`src/common/aa_pkg.sv`:
```
// shared types and constants for the AXI-Lite to stream bridge
// one clock domain only and no FIFO on either side
// the register block decodes only address bits 4:2 inside a page

package aa_pkg;

  // --------------------
  // widths and decode
  // --------------------
  localparam int aa_data_w     = 32;
  localparam int aa_strb_w     = aa_data_w / 8;
  localparam int aa_ls_addr_w  = 15;
  localparam int aa_hdr_addr_w = 28;
  localparam int aa_mbox_depth = 8;
  localparam int aa_idx_w      = $clog2(aa_mbox_depth);

  // local bits 14:12 select the block and bits 11:8 give the page
  localparam logic [2:0]  aa_block_sel   = 3'b010;
  localparam logic [3:0]  aa_reg_page    = 4'h1;
  localparam logic [3:0]  aa_mbox_page   = 4'h0;
  // header bits 27:8 compare against this prefix plus the page
  localparam logic [19:0] aa_remote_base = 20'h00020;

  // tuser cycle type of a stream beat
  typedef enum logic [1:0] {
    cyc_axis     = 2'b00,
    cyc_write    = 2'b01,
    cyc_read_req = 2'b10,
    cyc_read_cpl = 2'b11
  } aa_cyc_e;

  typedef enum logic [1:0] {
    region_reg,
    region_mbox,
    region_remote
  } aa_region_e;

  typedef enum logic [3:0] {
    ls_idle, ls_decode, ls_wr_hdr, ls_wr_data, ls_rd_req,
    ls_rd_wait, ls_wr_done, ls_rd_done, ls_mbox_done
  } ls_state_e;

  typedef enum logic [1:0] {
    ss_idle, ss_wr_data, ss_wr_apply, ss_rd_cpl
  } ss_state_e;

  typedef struct packed {
    logic [aa_data_w-1:0] tdata;
    logic [aa_strb_w-1:0] tstrb;
    aa_cyc_e              tuser;
  } aa_beat_t;

  // in the control page idx 0 is intr_enable and idx 1 is intr_status
  typedef struct packed {
    logic                 valid;
    aa_region_e           region;
    logic [aa_idx_w-1:0]  idx;
    logic [aa_strb_w-1:0] wstrb;
    logic [aa_data_w-1:0] wdata;
  } aa_reg_wr_t;

  typedef struct packed {
    logic                 valid;
    logic [aa_data_w-1:0] data;
  } aa_cpl_t;

  function automatic aa_region_e aa_ls_region(input logic [aa_ls_addr_w-1:0] addr);
    if (addr[14:12] != aa_block_sel) return region_remote;
    if (addr[11:8] == aa_reg_page) return region_reg;
    if (addr[11:8] == aa_mbox_page) return region_mbox;
    return region_remote;
  endfunction

  function automatic aa_region_e aa_ss_region(input logic [aa_hdr_addr_w-1:0] addr);
    if (addr[27:8] == aa_remote_base + 20'(aa_reg_page)) return region_reg;
    if (addr[27:8] == aa_remote_base + 20'(aa_mbox_page)) return region_mbox;
    return region_remote;
  endfunction

endpackage

```
`src/aa_regfile/aa_regfile.sv`:
```
// interrupt enable and status bits plus the eight word mailbox
// offset 8 and up in the control page alias the two control words
// the local port wins any same-register conflict
`timescale 1ns/1ps

module aa_regfile
  import aa_pkg::*;
(
  input  logic                 axis_clk,
  input  logic                 axis_rst_n,
  input  aa_reg_wr_t           loc_wr,
  input  aa_reg_wr_t           rem_wr,
  input  logic [aa_idx_w-1:0]  loc_rd_idx,
  input  aa_region_e           loc_rd_region,
  output logic [aa_data_w-1:0] loc_rd_data,
  input  logic [aa_idx_w-1:0]  rem_rd_idx,
  input  aa_region_e           rem_rd_region,
  output logic [aa_data_w-1:0] rem_rd_data,
  output logic                 mb_irq
);

  logic                 intr_enable, intr_status;
  logic [aa_data_w-1:0] mbox [aa_mbox_depth];
  logic                 loc_mbox_we, rem_mbox_we;
  logic                 loc_en_we, rem_en_we, loc_clr, rem_set;

  function automatic logic [aa_data_w-1:0] byte_merge(input logic [aa_data_w-1:0] old,
                                                      input logic [aa_data_w-1:0] wdata,
                                                      input logic [aa_strb_w-1:0] wstrb);
    logic [aa_data_w-1:0] res;
    res = old;
    for (int b = 0; b < aa_strb_w; b++) begin
      if (wstrb[b]) res[8*b +: 8] = wdata[8*b +: 8];
    end
    return res;
  endfunction

  function automatic logic [aa_data_w-1:0] rd_word(input aa_region_e region,
                                                   input logic sel_status,
                                                   input logic enable, input logic status,
                                                   input logic [aa_data_w-1:0] mbox_word);
    case (region)
      region_reg:  return {{(aa_data_w-1){1'b0}}, sel_status ? status : enable};
      region_mbox: return mbox_word;
      default:     return '0;
    endcase
  endfunction

  // --------------------
  // write decode
  // --------------------
  assign loc_mbox_we = loc_wr.valid && (loc_wr.region == region_mbox);
  // remote write to the word the local side writes is lost
  assign rem_mbox_we = rem_wr.valid && (rem_wr.region == region_mbox) &&
                       !(loc_mbox_we && (loc_wr.idx == rem_wr.idx));
  assign loc_en_we   = loc_wr.valid && (loc_wr.region == region_reg) &&
                       !loc_wr.idx[0] && loc_wr.wstrb[0];
  assign rem_en_we   = rem_wr.valid && (rem_wr.region == region_reg) &&
                       !rem_wr.idx[0] && rem_wr.wstrb[0];
  // status is write one to clear from the local side only
  assign loc_clr     = loc_wr.valid && (loc_wr.region == region_reg) &&
                       loc_wr.idx[0] && loc_wr.wstrb[0] && loc_wr.wdata[0];
  assign rem_set     = rem_mbox_we && (|rem_wr.wstrb);

  always_ff @(posedge axis_clk or negedge axis_rst_n) begin
    if (!axis_rst_n) begin
      intr_enable <= 1'b0;
      intr_status <= 1'b0;
    end else begin
      if (loc_en_we) intr_enable <= loc_wr.wdata[0];
      else if (rem_en_we) intr_enable <= rem_wr.wdata[0];
      if (loc_clr) intr_status <= 1'b0;
      else if (rem_set) intr_status <= 1'b1;
    end
  end

  // mailbox words keep no reset value
  always_ff @(posedge axis_clk) begin
    if (loc_mbox_we) mbox[loc_wr.idx] <= byte_merge(mbox[loc_wr.idx], loc_wr.wdata, loc_wr.wstrb);
    if (rem_mbox_we) mbox[rem_wr.idx] <= byte_merge(mbox[rem_wr.idx], rem_wr.wdata, rem_wr.wstrb);
  end

  // --------------------
  // read ports
  // --------------------
  assign loc_rd_data = rd_word(loc_rd_region, loc_rd_idx[0], intr_enable, intr_status,
                               mbox[loc_rd_idx]);
  assign rem_rd_data = rd_word(rem_rd_region, rem_rd_idx[0], intr_enable, intr_status,
                               mbox[rem_rd_idx]);

  assign mb_irq = intr_status && intr_enable;

endmodule

```
`src/ls_bridge/ls_bridge.sv`:
```
// AXI-Lite slave side of the bridge
// requests are taken only while cc_aa_enable is high
// one request at a time and a write needs AW and W valid together
`timescale 1ns/1ps

module ls_bridge
  import aa_pkg::*;
(
  input  logic                    axis_clk,
  input  logic                    axis_rst_n,
  output logic                    s_awready,
  input  logic                    s_awvalid,
  input  logic [aa_ls_addr_w-1:0] s_awaddr,
  output logic                    s_wready,
  input  logic                    s_wvalid,
  input  logic [aa_data_w-1:0]    s_wdata,
  input  logic [aa_strb_w-1:0]    s_wstrb,
  output logic                    s_arready,
  input  logic                    s_arvalid,
  input  logic [aa_ls_addr_w-1:0] s_araddr,
  output logic [aa_data_w-1:0]    s_rdata,
  output logic                    s_rvalid,
  input  logic                    s_rready,
  input  logic                    cc_aa_enable,
  output logic                    tx_req,
  output aa_beat_t                tx_beat,
  input  logic                    tx_grant,
  input  logic                    beat_done,
  output aa_reg_wr_t              loc_wr,
  output logic [aa_idx_w-1:0]     loc_rd_idx,
  output aa_region_e              loc_rd_region,
  input  logic [aa_data_w-1:0]    loc_rd_data,
  output logic                    cpl_wait,
  input  aa_cpl_t                 cpl
);

  ls_state_e                 state, state_nxt;
  logic                      r_is_wr;
  logic [aa_ls_addr_w-1:0]   r_addr;
  logic [aa_strb_w-1:0]      r_wstrb;
  logic [aa_data_w-1:0]      r_wdata;
  logic [aa_data_w-1:0]      r_cpl_data;
  logic [aa_hdr_addr_w-1:0]  hdr_addr;
  aa_region_e                region;
  logic                      start, tx_fire;

  assign region   = aa_ls_region(r_addr);
  assign hdr_addr = {{(aa_hdr_addr_w - aa_ls_addr_w){1'b0}}, r_addr};
  assign start    = (state == ls_idle) && cc_aa_enable && ((s_awvalid && s_wvalid) || s_arvalid);
  assign tx_fire  = tx_grant && beat_done;

  // --------------------
  // request FSM
  // --------------------
  always_comb begin
    state_nxt = state;
    case (state)
      ls_idle:      if (start) state_nxt = ls_decode;
      ls_decode:
        if (r_is_wr) begin
          if (region == region_reg) state_nxt = ls_wr_done;
          else if (region == region_mbox) state_nxt = ls_mbox_done;
          else state_nxt = ls_wr_hdr;
        end else begin
          state_nxt = (region == region_remote) ? ls_rd_req : ls_rd_done;
        end
      ls_wr_hdr:    if (tx_fire) state_nxt = ls_wr_data;
      // a forwarded mailbox write was acknowledged before its beats
      ls_wr_data:
        if (tx_fire) state_nxt = (region == region_mbox) ? ls_idle : ls_wr_done;
      ls_rd_req:    if (tx_fire) state_nxt = ls_rd_wait;
      ls_rd_wait:   if (cpl.valid) state_nxt = ls_rd_done;
      ls_rd_done:   if (s_rready) state_nxt = ls_idle;
      ls_wr_done:   state_nxt = ls_idle;
      ls_mbox_done: state_nxt = ls_wr_hdr;
      default:      state_nxt = ls_idle;
    endcase
  end

  always_ff @(posedge axis_clk or negedge axis_rst_n) begin
    if (!axis_rst_n) begin
      state   <= ls_idle;
      r_is_wr <= 1'b0;
    end else begin
      state <= state_nxt;
      if (start) r_is_wr <= s_awvalid && s_wvalid;
    end
  end

  // request latches and remote read data
  always_ff @(posedge axis_clk) begin
    if (start) begin
      r_addr  <= (s_awvalid && s_wvalid) ? s_awaddr : s_araddr;
      r_wstrb <= s_wstrb;
      r_wdata <= s_wdata;
    end
    if (state == ls_rd_wait && cpl.valid) r_cpl_data <= cpl.data;
  end

  // --------------------
  // axi-lite outputs
  // --------------------
  assign s_awready = (state == ls_wr_done) || (state == ls_mbox_done);
  assign s_wready  = s_awready;
  assign s_arready = (state == ls_decode) && !r_is_wr;
  assign s_rvalid  = (state == ls_rd_done);
  assign s_rdata   = (region == region_remote) ? r_cpl_data : loc_rd_data;

  // local register write lands on the ready pulse
  assign loc_wr.valid  = s_awready && (region != region_remote);
  assign loc_wr.region = region;
  assign loc_wr.idx    = r_addr[aa_idx_w+1:2];
  assign loc_wr.wstrb  = r_wstrb;
  assign loc_wr.wdata  = r_wdata;

  assign loc_rd_idx    = r_addr[aa_idx_w+1:2];
  assign loc_rd_region = region;
  assign cpl_wait      = (state == ls_rd_wait);

  // --------------------
  // outgoing beats
  // --------------------
  assign tx_req = (state == ls_wr_hdr) || (state == ls_wr_data) || (state == ls_rd_req);

  always_comb begin
    // write header carries wstrb on top of the address
    tx_beat.tdata = {r_wstrb, hdr_addr};
    tx_beat.tstrb = r_wstrb;
    tx_beat.tuser = cyc_write;
    if (state == ls_wr_data) tx_beat.tdata = r_wdata;
    if (state == ls_rd_req) begin
      tx_beat.tdata = {{aa_strb_w{1'b0}}, hdr_addr};
      tx_beat.tstrb = '1;
      tx_beat.tuser = cyc_read_req;
    end
  end

endmodule

```
`src/rtl/aa_bridge.sv`:
```
// top of the bridge between local AXI-Lite and the remote stream link
// writes complete on an s_awready/s_wready pulse and there is no B channel
// a remote read outside the register block never gets a completion
`timescale 1ns/1ps

module aa_bridge
  import aa_pkg::*;
(
  input  logic                    axis_clk,
  input  logic                    axis_rst_n,
  // axi-lite slave
  output logic                    s_awready,
  input  logic                    s_awvalid,
  input  logic [aa_ls_addr_w-1:0] s_awaddr,
  output logic                    s_wready,
  input  logic                    s_wvalid,
  input  logic [aa_data_w-1:0]    s_wdata,
  input  logic [aa_strb_w-1:0]    s_wstrb,
  output logic                    s_arready,
  input  logic                    s_arvalid,
  input  logic [aa_ls_addr_w-1:0] s_araddr,
  output logic [aa_data_w-1:0]    s_rdata,
  output logic                    s_rvalid,
  input  logic                    s_rready,
  // stream in
  input  logic [aa_data_w-1:0]    as_aa_tdata,
  input  logic [aa_strb_w-1:0]    as_aa_tstrb,
  input  logic [1:0]              as_aa_tuser,
  input  logic                    as_aa_tvalid,
  output logic                    aa_as_tready,
  // stream out
  output logic [aa_data_w-1:0]    aa_as_tdata,
  output logic [aa_strb_w-1:0]    aa_as_tstrb,
  output logic [1:0]              aa_as_tuser,
  output logic                    aa_as_tvalid,
  input  logic                    as_aa_tready,
  input  logic                    cc_aa_enable,
  output logic                    mb_irq
);

  logic                 ls_req, ss_req, ls_grant, ss_grant, beat_done, cpl_wait;
  aa_beat_t             ls_beat, ss_beat;
  aa_reg_wr_t           loc_wr, rem_wr;
  aa_cpl_t              cpl;
  logic [aa_idx_w-1:0]  loc_rd_idx, rem_rd_idx;
  aa_region_e           loc_rd_region, rem_rd_region;
  logic [aa_data_w-1:0] loc_rd_data, rem_rd_data;

  ls_bridge ls_bridge_i (
    .axis_clk, .axis_rst_n,
    .s_awready, .s_awvalid, .s_awaddr, .s_wready, .s_wvalid, .s_wdata, .s_wstrb,
    .s_arready, .s_arvalid, .s_araddr, .s_rdata, .s_rvalid, .s_rready,
    .cc_aa_enable,
    .tx_req (ls_req), .tx_beat (ls_beat), .tx_grant (ls_grant), .beat_done,
    .loc_wr, .loc_rd_idx, .loc_rd_region, .loc_rd_data,
    .cpl_wait, .cpl
  );

  ss_bridge ss_bridge_i (
    .axis_clk, .axis_rst_n,
    .as_aa_tdata, .as_aa_tstrb, .as_aa_tuser, .as_aa_tvalid, .aa_as_tready,
    .rem_wr, .rem_rd_idx, .rem_rd_region, .rem_rd_data,
    .tx_req (ss_req), .tx_beat (ss_beat), .tx_grant (ss_grant), .beat_done,
    .cpl_wait, .cpl
  );

  aa_stream_tx aa_stream_tx_i (
    .axis_clk, .axis_rst_n,
    .ls_req, .ls_beat, .ss_req, .ss_beat, .ls_grant, .ss_grant, .beat_done,
    .aa_as_tdata, .aa_as_tstrb, .aa_as_tuser, .aa_as_tvalid, .as_aa_tready
  );

  aa_regfile aa_regfile_i (
    .axis_clk, .axis_rst_n, .loc_wr, .rem_wr,
    .loc_rd_idx, .loc_rd_region, .loc_rd_data,
    .rem_rd_idx, .rem_rd_region, .rem_rd_data, .mb_irq
  );

endmodule

```
`src/rtl/aa_stream_tx.sv`:
```
// outgoing stream arbiter with the stream bridge ahead of the AXI-Lite side
// a requester keeps req high over its whole message and holds its beat
`timescale 1ns/1ps

module aa_stream_tx
  import aa_pkg::*;
(
  input  logic                 axis_clk,
  input  logic                 axis_rst_n,
  input  logic                 ls_req,
  input  aa_beat_t             ls_beat,
  input  logic                 ss_req,
  input  aa_beat_t             ss_beat,
  output logic                 ls_grant,
  output logic                 ss_grant,
  output logic                 beat_done,
  output logic [aa_data_w-1:0] aa_as_tdata,
  output logic [aa_strb_w-1:0] aa_as_tstrb,
  output logic [1:0]           aa_as_tuser,
  output logic                 aa_as_tvalid,
  input  logic                 as_aa_tready
);

  aa_beat_t out_beat;

  // owner is picked only while the link is free
  // and released once its requester drops req
  always_ff @(posedge axis_clk or negedge axis_rst_n) begin
    if (!axis_rst_n) begin
      ls_grant <= 1'b0;
      ss_grant <= 1'b0;
    end else if (!ls_grant && !ss_grant) begin
      ss_grant <= ss_req;
      ls_grant <= ls_req && !ss_req;
    end else begin
      if (ls_grant && !ls_req) ls_grant <= 1'b0;
      if (ss_grant && !ss_req) ss_grant <= 1'b0;
    end
  end

  assign out_beat     = ss_grant ? ss_beat : ls_beat;
  assign aa_as_tvalid = (ls_grant && ls_req) || (ss_grant && ss_req);
  assign aa_as_tdata  = out_beat.tdata;
  assign aa_as_tstrb  = out_beat.tstrb;
  assign aa_as_tuser  = out_beat.tuser;
  // one pulse per transferred beat, qualified by grant in each bridge
  assign beat_done    = aa_as_tvalid && as_aa_tready;

endmodule

```
`src/ss_bridge/ss_bridge.sv`:
```
// stream slave side of the bridge
// writes outside the register block are consumed and dropped
// reads outside the block are consumed with no completion
// a completion beat is taken only while the AXI-Lite side waits for one
`timescale 1ns/1ps

module ss_bridge
  import aa_pkg::*;
(
  input  logic                 axis_clk,
  input  logic                 axis_rst_n,
  input  logic [aa_data_w-1:0] as_aa_tdata,
  input  logic [aa_strb_w-1:0] as_aa_tstrb,
  input  logic [1:0]           as_aa_tuser,
  input  logic                 as_aa_tvalid,
  output logic                 aa_as_tready,
  output aa_reg_wr_t           rem_wr,
  output logic [aa_idx_w-1:0]  rem_rd_idx,
  output aa_region_e           rem_rd_region,
  input  logic [aa_data_w-1:0] rem_rd_data,
  output logic                 tx_req,
  output aa_beat_t             tx_beat,
  input  logic                 tx_grant,
  input  logic                 beat_done,
  input  logic                 cpl_wait,
  output aa_cpl_t              cpl
);

  ss_state_e                state;
  logic [aa_hdr_addr_w-1:0] r_addr;
  logic [aa_strb_w-1:0]     r_wstrb;
  logic [aa_data_w-1:0]     r_wdata;
  aa_region_e               region;
  aa_region_e               hdr_region;
  logic                     hdr_fire, data_fire;

  assign region     = aa_ss_region(r_addr);
  assign hdr_region = aa_ss_region(as_aa_tdata[aa_hdr_addr_w-1:0]);

  // a completion is held off unless a local read is waiting
  assign aa_as_tready = (state == ss_wr_data) ||
                        ((state == ss_idle) && ((as_aa_tuser != cyc_read_cpl) || cpl_wait));
  assign hdr_fire  = (state == ss_idle) && as_aa_tvalid && aa_as_tready;
  assign data_fire = (state == ss_wr_data) && as_aa_tvalid;

  // --------------------
  // header FSM
  // --------------------
  always_ff @(posedge axis_clk or negedge axis_rst_n) begin
    if (!axis_rst_n) begin
      state <= ss_idle;
    end else begin
      case (state)
        ss_idle:
          if (hdr_fire) begin
            if (as_aa_tuser == cyc_write) state <= ss_wr_data;
            else if (as_aa_tuser == cyc_read_req && hdr_region != region_remote)
              state <= ss_rd_cpl;
          end
        ss_wr_data:  if (data_fire) state <= ss_wr_apply;
        ss_wr_apply: state <= ss_idle;
        ss_rd_cpl:   if (tx_grant && beat_done) state <= ss_idle;
        default:     state <= ss_idle;
      endcase
    end
  end

  // header and data capture
  always_ff @(posedge axis_clk) begin
    if (hdr_fire) begin
      r_addr  <= as_aa_tdata[aa_hdr_addr_w-1:0];
      r_wstrb <= as_aa_tdata[aa_data_w-1:aa_hdr_addr_w];
    end
    // bytes the data beat marks as null are not written
    if (data_fire) begin
      r_wdata <= as_aa_tdata;
      r_wstrb <= r_wstrb & as_aa_tstrb;
    end
  end

  // one write pulse in the cycle after the data beat
  assign rem_wr.valid  = (state == ss_wr_apply) && (region != region_remote);
  assign rem_wr.region = region;
  assign rem_wr.idx    = r_addr[aa_idx_w+1:2];
  assign rem_wr.wstrb  = r_wstrb;
  assign rem_wr.wdata  = r_wdata;

  assign rem_rd_idx    = r_addr[aa_idx_w+1:2];
  assign rem_rd_region = region;

  // --------------------
  // completion paths
  // --------------------
  assign tx_req        = (state == ss_rd_cpl);
  assign tx_beat.tdata = rem_rd_data;
  assign tx_beat.tstrb = '1;
  assign tx_beat.tuser = cyc_read_cpl;

  // incoming completion goes straight to the AXI-Lite side
  assign cpl.valid = hdr_fire && (as_aa_tuser == cyc_read_cpl);
  assign cpl.data  = as_aa_tdata;

endmodule

```
`config.mk`:
```
export PLATFORM = sky130hd
export DESIGN_NAME = aa_bridge
export DESIGN_NICKNAME = d
export VERILOG_FILES = /design/src/common/aa_pkg.sv /design/src/aa_regfile/aa_regfile.sv /design/src/ls_bridge/ls_bridge.sv /design/src/rtl/aa_bridge.sv /design/src/rtl/aa_stream_tx.sv /design/src/ss_bridge/ss_bridge.sv
export SDC_FILE = /design/constraint.sdc
export NUM_CORES = 1
export LEC_CHECK = 0
export BUFFER_PORTS_ARGS = -buffer_cell sky130_fd_sc_hd__buf_2
export CAP_MARGIN = 10
export CORE_AREA = 2 2 187 327
export DETAILED_ROUTE_END_ITERATION = 8
export DIE_AREA = 0 0 189 329
export GPL_TIMING_DRIVEN = 0
export SLEW_MARGIN = 20
export SYNTH_ARGS = -nofsm -noshare
export SYNTH_HDL_FRONTEND = slang
export SYNTH_SLANG_ARGS = --single-unit
```
`constraint.sdc`:
```
create_clock -name axis_clk -period 9.35 [get_ports axis_clk]
set_clock_uncertainty 0.15 [all_clocks]
set_input_delay 1.87 -clock axis_clk [delete_from_list [all_inputs] [get_ports axis_clk]]
set_output_delay 1.87 -clock axis_clk [all_outputs]
set_load 0.005 [all_outputs]
```
After elaboration in Yosys (flattened, before gate mapping)
Memory sizes are Yosys's and may differ from the RTL's. A register that Yosys moved wholly into a read port is not among the register bits.
Cells that the tools add are included.
{"block": "op_classes", "n_eq_ne": 38, "n_mux": 85, "n_bitwise": 1, "n_reduce_logical": 65}
{"cell": "$mux 8", "n": 16}
{"cell": "$pmux 32 s2", "n": 2}
{"cell": "$eq 20x6->1 const B", "n": 4}
{"cell": "$mux 38", "n": 2}
{"cell": "$mux 32", "n": 2}
{"cell": "$mux 4", "n": 11}
{"cell": "$mux 2", "n": 20}
{"cell": "$logic_and 1x1->1", "n": 37}
{"cell": "$pmux 4 s8", "n": 1}
{"cell": "$mux 1", "n": 26}
{"cell": "$eq 4x3->1 const B", "n": 4}
{"cell": "$mux 15", "n": 1}
{"cell": "$ne 2x1->1 const B", "n": 7}
{"cell": "$ne 2x2->1 const B", "n": 6}
{"cell": "$eq 2x2->1 const B", "n": 5}
{"cell": "$reduce_bool 2->1", "n": 5}
{"cell": "$mux 3", "n": 3}
{"cell": "$eq 2x1->1 const B", "n": 4}
{"cell": "$eq 4x1->1 const B", "n": 2}
{"cell": "$eq 4x2->1 const B", "n": 2}
{"cell": "$logic_not 1->1", "n": 8}
{"cell": "$logic_not 4->1", "n": 2}
{"cell": "$pmux 2 s4", "n": 1}
{"cell": "$logic_or 1x1->1", "n": 7}
{"cell": "9 further kinds", "n": 11}
{"block": "word_totals", "memories": 1, "wordCells": 204, "out_inout_bits": 77, "reg_bits": 158, "ram_bits": 256, "input_bits": 113}
{"name": "aa_regfile_i.mbox", "depth": 8, "word_bits": 32, "read_ports": 2, "rd_clocked_by_memory_dff": 2, "write_ports": 2, "line": "aa_regfile.sv:23", "source": "logic [aa_data_w-1:0] mbox [aa_mbox_depth];"}

Longest topological paths before layout
{"block": "depth", "depth_word": 17, "mapped_depth": 9, "depth_no_buf": 6}

Modules after synthesis
Synthesis repeated with hierarchy kept, for this count alone.
{"block": "unflattened", "hier_cells": 1570, "hier_area_um2": 24100.6}
{"module": "aa_regfile", "area_each_um2": 16692.3, "n_inst": 1, "seq_area_each_um2": 7737.4, "cells_each": 976}
{"module": "ls_bridge", "area_each_um2": 3976.3, "n_inst": 1, "seq_area_each_um2": 2617.5, "cells_each": 353}
{"module": "ss_bridge", "area_each_um2": 2717.6, "n_inst": 1, "seq_area_each_um2": 1821.7, "cells_each": 190}
{"module": "aa_stream_tx", "area_each_um2": 714.4, "n_inst": 1, "seq_area_each_um2": 50.0, "cells_each": 51}

Worst setup path before layout
Ideal clock, no wire load.
{"block": "synth_path", "kind": "input port to flip-flop", "from": "input s_awvalid", "to": "register ls_bridge_i.r_is_wr", "cell_stages": 4, "path_buffers": 0, "arrival_ns": 4.812, "setup_time_ns": 0.127, "path_slack_ns": 4.261, "required_ns": 9.073, "cell_sequence": "a21o_1 -> nand2_1 -> nor2_1 -> mux2_2"}
{"block": "synth_between", "elab_chain_len": 3}
{"element": "start, declared", "line": "aa_bridge.sv:13", "source": "input logic s_awvalid,"}
{"element": "$logic_and 1x1->1", "line": "ls_bridge.sv:49", "source": "assign start = (state == ls_idle) && cc_aa_enable && ((s_awvalid && s_wvalid) || s_arvalid);"}
{"element": "$logic_or 1x1->1", "line": "ls_bridge.sv:49"}
{"element": "$logic_and 1x1->1", "line": "ls_bridge.sv:49"}
{"element": "via ls_bridge_i.start", "line": "ls_bridge.sv:45", "source": "logic start, tx_fire;"}
{"element": "end signal, assigned", "line": "ls_bridge.sv:86", "source": "if (start) r_is_wr <= s_awvalid && s_wvalid;"}
{"element": "end, declared", "line": "ls_bridge.sv:38", "source": "logic r_is_wr;"}
The timed path passes the listed nets, and every way through them passes these cells.
A chain may end at the register's enable or synchronous reset.

Worst setup path after layout
{"block": "layout_path", "from": "register ss_bridge_i.r_addr[22]", "to": "output aa_as_tdata[31]"}
{"block": "layout_between", "elab_chain_len": 8, "word_cells_on_any_way": 12, "classes_between": "3 x eq/ne; 8 x mux; 1 x reduce/logical"}
{"element": "start, declared", "line": "ss_bridge.sv:30", "source": "logic [aa_hdr_addr_w-1:0] r_addr;"}
{"element": "start signal, assigned", "line": "ss_bridge.sv:71", "source": "r_addr <= as_aa_tdata[aa_hdr_addr_w-1:0];"}
{"element": "$eq 20x6->1", "line": "aa_pkg.sv:76", "source": "if (addr[27:8] == aa_remote_base + 20'(aa_mbox_page)) return region_mbox;"}
{"element": "$mux 1 (2 in a row)", "line": "aa_pkg.sv:76"}
{"element": "$mux 2", "line": "aa_pkg.sv:77", "source": "return region_remote;"}
{"element": "$mux 2 *", "line": "aa_pkg.sv:76"}
{"element": "$eq 2x1->1 or $logic_not 2->1 (tied branches)", "line": "aa_regfile.sv:42", "source": "case (region)"}
{"element": "$pmux 32 s2 *", "line": "aa_regfile.sv:42"}
{"element": "$mux 38 *", "line": "aa_stream_tx.sv:41", "source": "assign out_beat = ss_grant ? ss_beat : ls_beat;"}
{"element": "end, declared", "line": "aa_bridge.sv:32", "source": "output logic [aa_data_w-1:0] aa_as_tdata,"}
Mark *: on every way between the ends. The rest lies on a longest branch, timed or not. The select of a mux whose other input is x is not followed.

==> impl_table.tex <==
\begin{tabular}{lr}
\hline
Metric & Value \\
\hline
\multicolumn{2}{l}{\textbf{Job}} \\
Number of maximum-capacitance constraint violations & 0 \\
\multicolumn{2}{l}{\textbf{Critical path}} \\
Class of the most critical setup path & register to output pin \\
Required time reported for the critical path endpoint & about 7.3 ns \\
Biggest cell delay along the critical path & 0.99 ns \\
Launching element type of the critical path & register \\
Endpoint class of the critical path & output pin \\
Data arrival time of the critical path & 4.53 ns \\
Family of cells with the greatest summed delay on the critical path & simple AND/OR/NAND/NOR gates \\
Cell chain of the critical path & nor4\_4 > nand4\_4 > nor3b\_1 > clkbuf\_1 > nand3\_1 > o31ai\_1 > buf\_2 \\
Number of buffers and inverters on the critical path & 2 \\
Slowest stage cell, crit path & sky130\_fd\_sc\_hd\_\_nor3b\_1 \\
Top fanout value on the critical path & 10 \\
\multicolumn{2}{l}{\textbf{Yosys}} \\
Commonest register cell after synthesis & sky130\_fd\_sc\_hd\_\_edfxtp\_1 \\
Total of flip-flops plus latches after synthesis & 415 \\
Synthesized area per cell & 11.51 um2 \\
Synthesized area & around 22000 um2 \\
Cells after synthesis & slightly below 2000 \\
Fraction of registers with async set/reset & 0.02651 \\
Synthesized netlist net count & between 2000 and 2500 \\
Number of synthesized flops with an enable pin & 398 \\
Warnings, synthesis & 0 \\
Proportion of synthesized chip area in sequential cells & 0.5507 \\
Yosys cell types & 58 \\
\multicolumn{2}{l}{\textbf{Floorplan}} \\
Area inside the core boundary & 59710 um2 \\
Die area & 62180 um2 \\
Number of placement rows & 119 \\
Starting Density & 0.3755 \\
Die X & 189 um \\
Boundary Pins & 190 \\
Height of the chip & $\sim$330 um \\
\multicolumn{2}{l}{\textbf{Clocking}} \\
Number of gates given a new drive strength after cts & 0 \\
CTS Buffer Depth & 3 \\
TritonCTS clock tree & done \\
CTS sink cnt & approximately 420 \\
Hold buffers post-CTS & 0 \\
Clock root buffer master & sky130\_fd\_sc\_hd\_\_clkbuf\_16 \\
Clock latency on the worst-skew pair & 0.60 ns \\
Post CTS Setup Buffer Count & 0 \\
Maximum level of the CTS H-tree & 2 \\
Clock buffers created by TritonCTS & 41 \\
Clock edge transition at the registers on the reported setup and hold paths & 0.07 ns \\
\multicolumn{2}{l}{\textbf{Timing}} \\
Remaining max-slew budget at the tightest pin & 0.1320 \\
Min Clock Period, post-route & 6.549 ns \\
Tcrit/Tclk final & 0.7004 \\
FMAX & 152.7 MHz \\
Endpoints failing hold & 0 \\
Final setup violation count & 0 \\
Worst hold slack & about 0.37 ns \\
RSZ-0062 raised after global routing & false \\
Minimum setup slack in the final design & around 2.8 ns \\
Setup Total Neg Slack & 0 ns \\
Number of pins with negative max-slew slack in the final report & 0 \\
Actual transition at the worst max-transition pin & around 1.3 ns \\
\multicolumn{2}{l}{\textbf{Power and ir drop}} \\
Combinational group share of total power & 0.322 \\
Fraction of power consumed by sequential logic & 0.391 \\
LEAKAGE & 9.384 nW \\
Pint & between 3 and 4 mW \\
Sw Ratio & 0.3569 \\
Maximum VDD drop & 0.1638 mV \\
Net switching power figure & just over 2 mW \\
Clock power frac & 0.286 \\
Power per Cell Area & 219.1 nW/um2 \\
\multicolumn{2}{l}{\textbf{Drt}} \\
Starting DRC count in detailed routing & 2039 \\
Average detailed-routed wire length per instance & 30.12 um \\
First-pass detailed-route iteration total & 6 \\
Number of antenna-violating nets in the routed design & 0 \\
Total wire length after detailed routing & 90990 um \\
Via count & approximately 19000 \\
DRC violation count after routing & 0 \\
Detail-routed via count per cell & roughly 6.2 \\
\multicolumn{2}{l}{\textbf{Global route}} \\
Global-route wire length before repair & 127900 um \\
Number of antenna violations at the first check in global routing & 3 \\
Grt total ovfl & 0 \\
Global routing usage summed across all routing layers & 0.2878 \\
Vias in the first global route & between 15000 and 20000 \\
Largest net degree at the start of global routing & 29 \\
\multicolumn{2}{l}{\textbf{Placement}} \\
Count of buffers inserted at the top-level ports & 189 \\
Cell Count Post-Placement & about 2900 \\
Placed wire-length estimate & between 60000 and 70000 um \\
Place WS & 3.495 ns \\
GPL Wtd Cong & 0.9147 \\
\multicolumn{2}{l}{\textbf{Final layout}} \\
Fraction of layout cells with a size suffix above 1 & 0.2381 \\
Share of the core filled with cells in the final layout & 0.4402 \\
Post-layout instance count excluding filler cells & 3021 \\
NumNets Final & 2317 \\
Synthesis-to-layout area growth & 17.22\% \\
\multicolumn{2}{l}{\textbf{Hold path}} \\
Kind of path behind the tightest hold check & register to register \\
\multicolumn{2}{l}{\textbf{Outcome}} \\
Outcome & finished clean \\
\hline
\end{tabular}
## layout make-up
class / count / area, um2
clock inverters: 15 / 96.34
plain buffers: 151 / 852.1
repair buffers: 213 / 1458
multi-input cells: 1376 / 9356
clock buffers: 58 / 1162
fillers: 5605 / 33430
well taps: 786 / 983.4
flip-flops and latches: 415 / 12350
inverters: 6 / 22.52
diodes: 1 / 2.502
## worst register-to-register path: stages, from the launching register on
cell,delay (ns)
sky130_fd_sc_hd__edfxtp_1,0.32
sky130_fd_sc_hd__clkbuf_1,0.72
sky130_fd_sc_hd__xor2_1,0.20
sky130_fd_sc_hd__nor3_1,0.07
sky130_fd_sc_hd__buf_2,0.24
sky130_fd_sc_hd__a2111oi_0,0.58
sky130_fd_sc_hd__buf_2,0.43
sky130_fd_sc_hd__buf_2,0.43
sky130_fd_sc_hd__o21bai_4,0.42
sky130_fd_sc_hd__buf_12,0.28
## synthesized netlist by cell type, types with 8 or more instances
cell	instances	area [um2]
sky130_fd_sc_hd__edfxtp_1	398	11950
sky130_fd_sc_hd__nor2_1	310	1164
sky130_fd_sc_hd__a21oi_1	262	1311
sky130_fd_sc_hd__mux2i_1	180	1802
sky130_fd_sc_hd__mux2_2	148	1667
sky130_fd_sc_hd__nand2_1	81	304.0
sky130_fd_sc_hd__o22ai_1	66	412.9
sky130_fd_sc_hd__a22o_1	63	551.8
sky130_fd_sc_hd__clkbuf_1	62	232.7
sky130_fd_sc_hd__o21ai_0	48	240.2
sky130_fd_sc_hd__buf_2	43	215.2
sky130_fd_sc_hd__nand3_1	36	180.2
sky130_fd_sc_hd__o31ai_1	35	262.8
sky130_fd_sc_hd__a221oi_1	31	271.5
sky130_fd_sc_hd__buf_6	29	326.6
sky130_fd_sc_hd__buf_1	14	52.55
sky130_fd_sc_hd__nand2b_1	12	75.07
sky130_fd_sc_hd__dfrtp_1	11	275.3
sky130_fd_sc_hd__nand4_1	10	62.56
sky130_fd_sc_hd__nor3_1	10	50.05
sky130_fd_sc_hd__a2111oi_4	8	220.2
## sequential cells by signal, summed over array words and instances, names as in the netlist, named ones only
name,flops
aa_regfile_i.intr_enable,1
aa_regfile_i.intr_status,1
aa_regfile_i.mbox,256
aa_stream_tx_i.ls_grant,1
aa_stream_tx_i.ss_grant,1
ls_bridge_i.r_addr,15
ls_bridge_i.r_cpl_data,32
ls_bridge_i.r_is_wr,1
ls_bridge_i.r_wdata,32
ls_bridge_i.r_wstrb,4
ls_bridge_i.state,4
ss_bridge_i.r_addr,23
ss_bridge_i.r_wdata,32
ss_bridge_i.r_wstrb,4
ss_bridge_i.state,2
## worst paths after layout
path / depth (start not counted) / slack, ns / from / endpoint
max: 7 / 2.80 / ss_bridge_i.r_addr[22]$_DFFE_PN_ / aa_as_tdata[31]
min: 1 / 0.37 / aa_stream_tx_i.ls_grant$_DFFE_PN0P_ / aa_stream_tx_i.ss_grant$_DFFE_PN0P_
max reg2reg: 9 / 5.19 / ls_bridge_i.r_addr[3]$_DFFE_PP_ / aa_regfile_i.mbox[5][28]$_DFFE_PP_
min reg2reg: 1 / 0.37 / aa_stream_tx_i.ls_grant$_DFFE_PN0P_ / aa_stream_tx_i.ss_grant$_DFFE_PN0P_
max in group asynchronous: 1 / 7.83 / axis_rst_n / ls_bridge_i.state[0]$_DFFE_PN0P_
min in group asynchronous: 1 / 1.00 / axis_rst_n / ls_bridge_i.r_is_wr$_DFFE_PN0P_
## placed cells by master, fill, tap and decap left out, types with 11 or more instances in the layout
master | Yosys | routed
sky130_fd_sc_hd__clkbuf_16 | 0 | 43
sky130_fd_sc_hd__a21oi_1 | 262 | 262
sky130_fd_sc_hd__buf_2 | 43 | 233
sky130_fd_sc_hd__nand2b_1 | 12 | 12
sky130_fd_sc_hd__nand3_1 | 36 | 36
sky130_fd_sc_hd__o31ai_1 | 35 | 27
sky130_fd_sc_hd__clkbuf_1 | 62 | 73
sky130_fd_sc_hd__edfxtp_1 | 398 | 398
sky130_fd_sc_hd__nor2_1 | 310 | 308
sky130_fd_sc_hd__mux2i_1 | 180 | 180
sky130_fd_sc_hd__o21ai_0 | 48 | 43
sky130_fd_sc_hd__dfrtp_1 | 11 | 11
sky130_fd_sc_hd__buf_16 | 0 | 13
sky130_fd_sc_hd__buf_6 | 29 | 34
sky130_fd_sc_hd__buf_1 | 14 | 13
sky130_fd_sc_hd__a22o_1 | 63 | 63
sky130_fd_sc_hd__mux2_2 | 148 | 148
sky130_fd_sc_hd__a221oi_1 | 31 | 31
sky130_fd_sc_hd__o22ai_1 | 66 | 66
sky130_fd_sc_hd__nand2_1 | 81 | 81
## metrics by stage
step / power, mW / cell area (um2)
4_1_cts: 5.716 / 26250
6_report: 5.758 / 26280
3_5_place_dp: 4.100 / 24990
3_3_place_gp: 4.051 / 24350
5_1_grt: 5.925 / 26280
2_1_floorplan: 3.415 / 22420
## power groups by stage
stage	registers, mW	clock network (mW)	logic [mW]
final	2.25	1.65	1.86
after global routing	2.26	1.71	1.96
after CTS	2.25	1.65	1.82
after detailed placement	2.29	0	1.81
after global placement	2.29	0	1.76
after floorplan	2.27	0	1.15
## logic make-up (layout without fill, tap and decap cells)
family / Yosys count / after routing / synth area share
other: 0 / 1 / 0
AOI/OAI and AO/OA: 530 / 530 / 0.1520
DFF: 415 / 415 / 0.5507
buffers and inverters: 157 / 443 / 0.03890
and+or+nand+nor: 515 / 515 / 0.1025
muxes: 328 / 328 / 0.1547
xor gates and xnor gates: 3 / 3 / 0.001172
## layer usage
metal  GRT usage  wire length [um]  vias to the layer above  part of all wire
li1            -                 -                     7953                 -
met1      0.3125             30130                     9096              0.33
met2      0.4912             44280                     1354              0.49
met3     0.06211              8756                      423             0.096
met4      0.2164              7791                        4             0.086
met5           0                32                        -           0.00035
No activity file was read; power rests on OpenSTA's default activity.
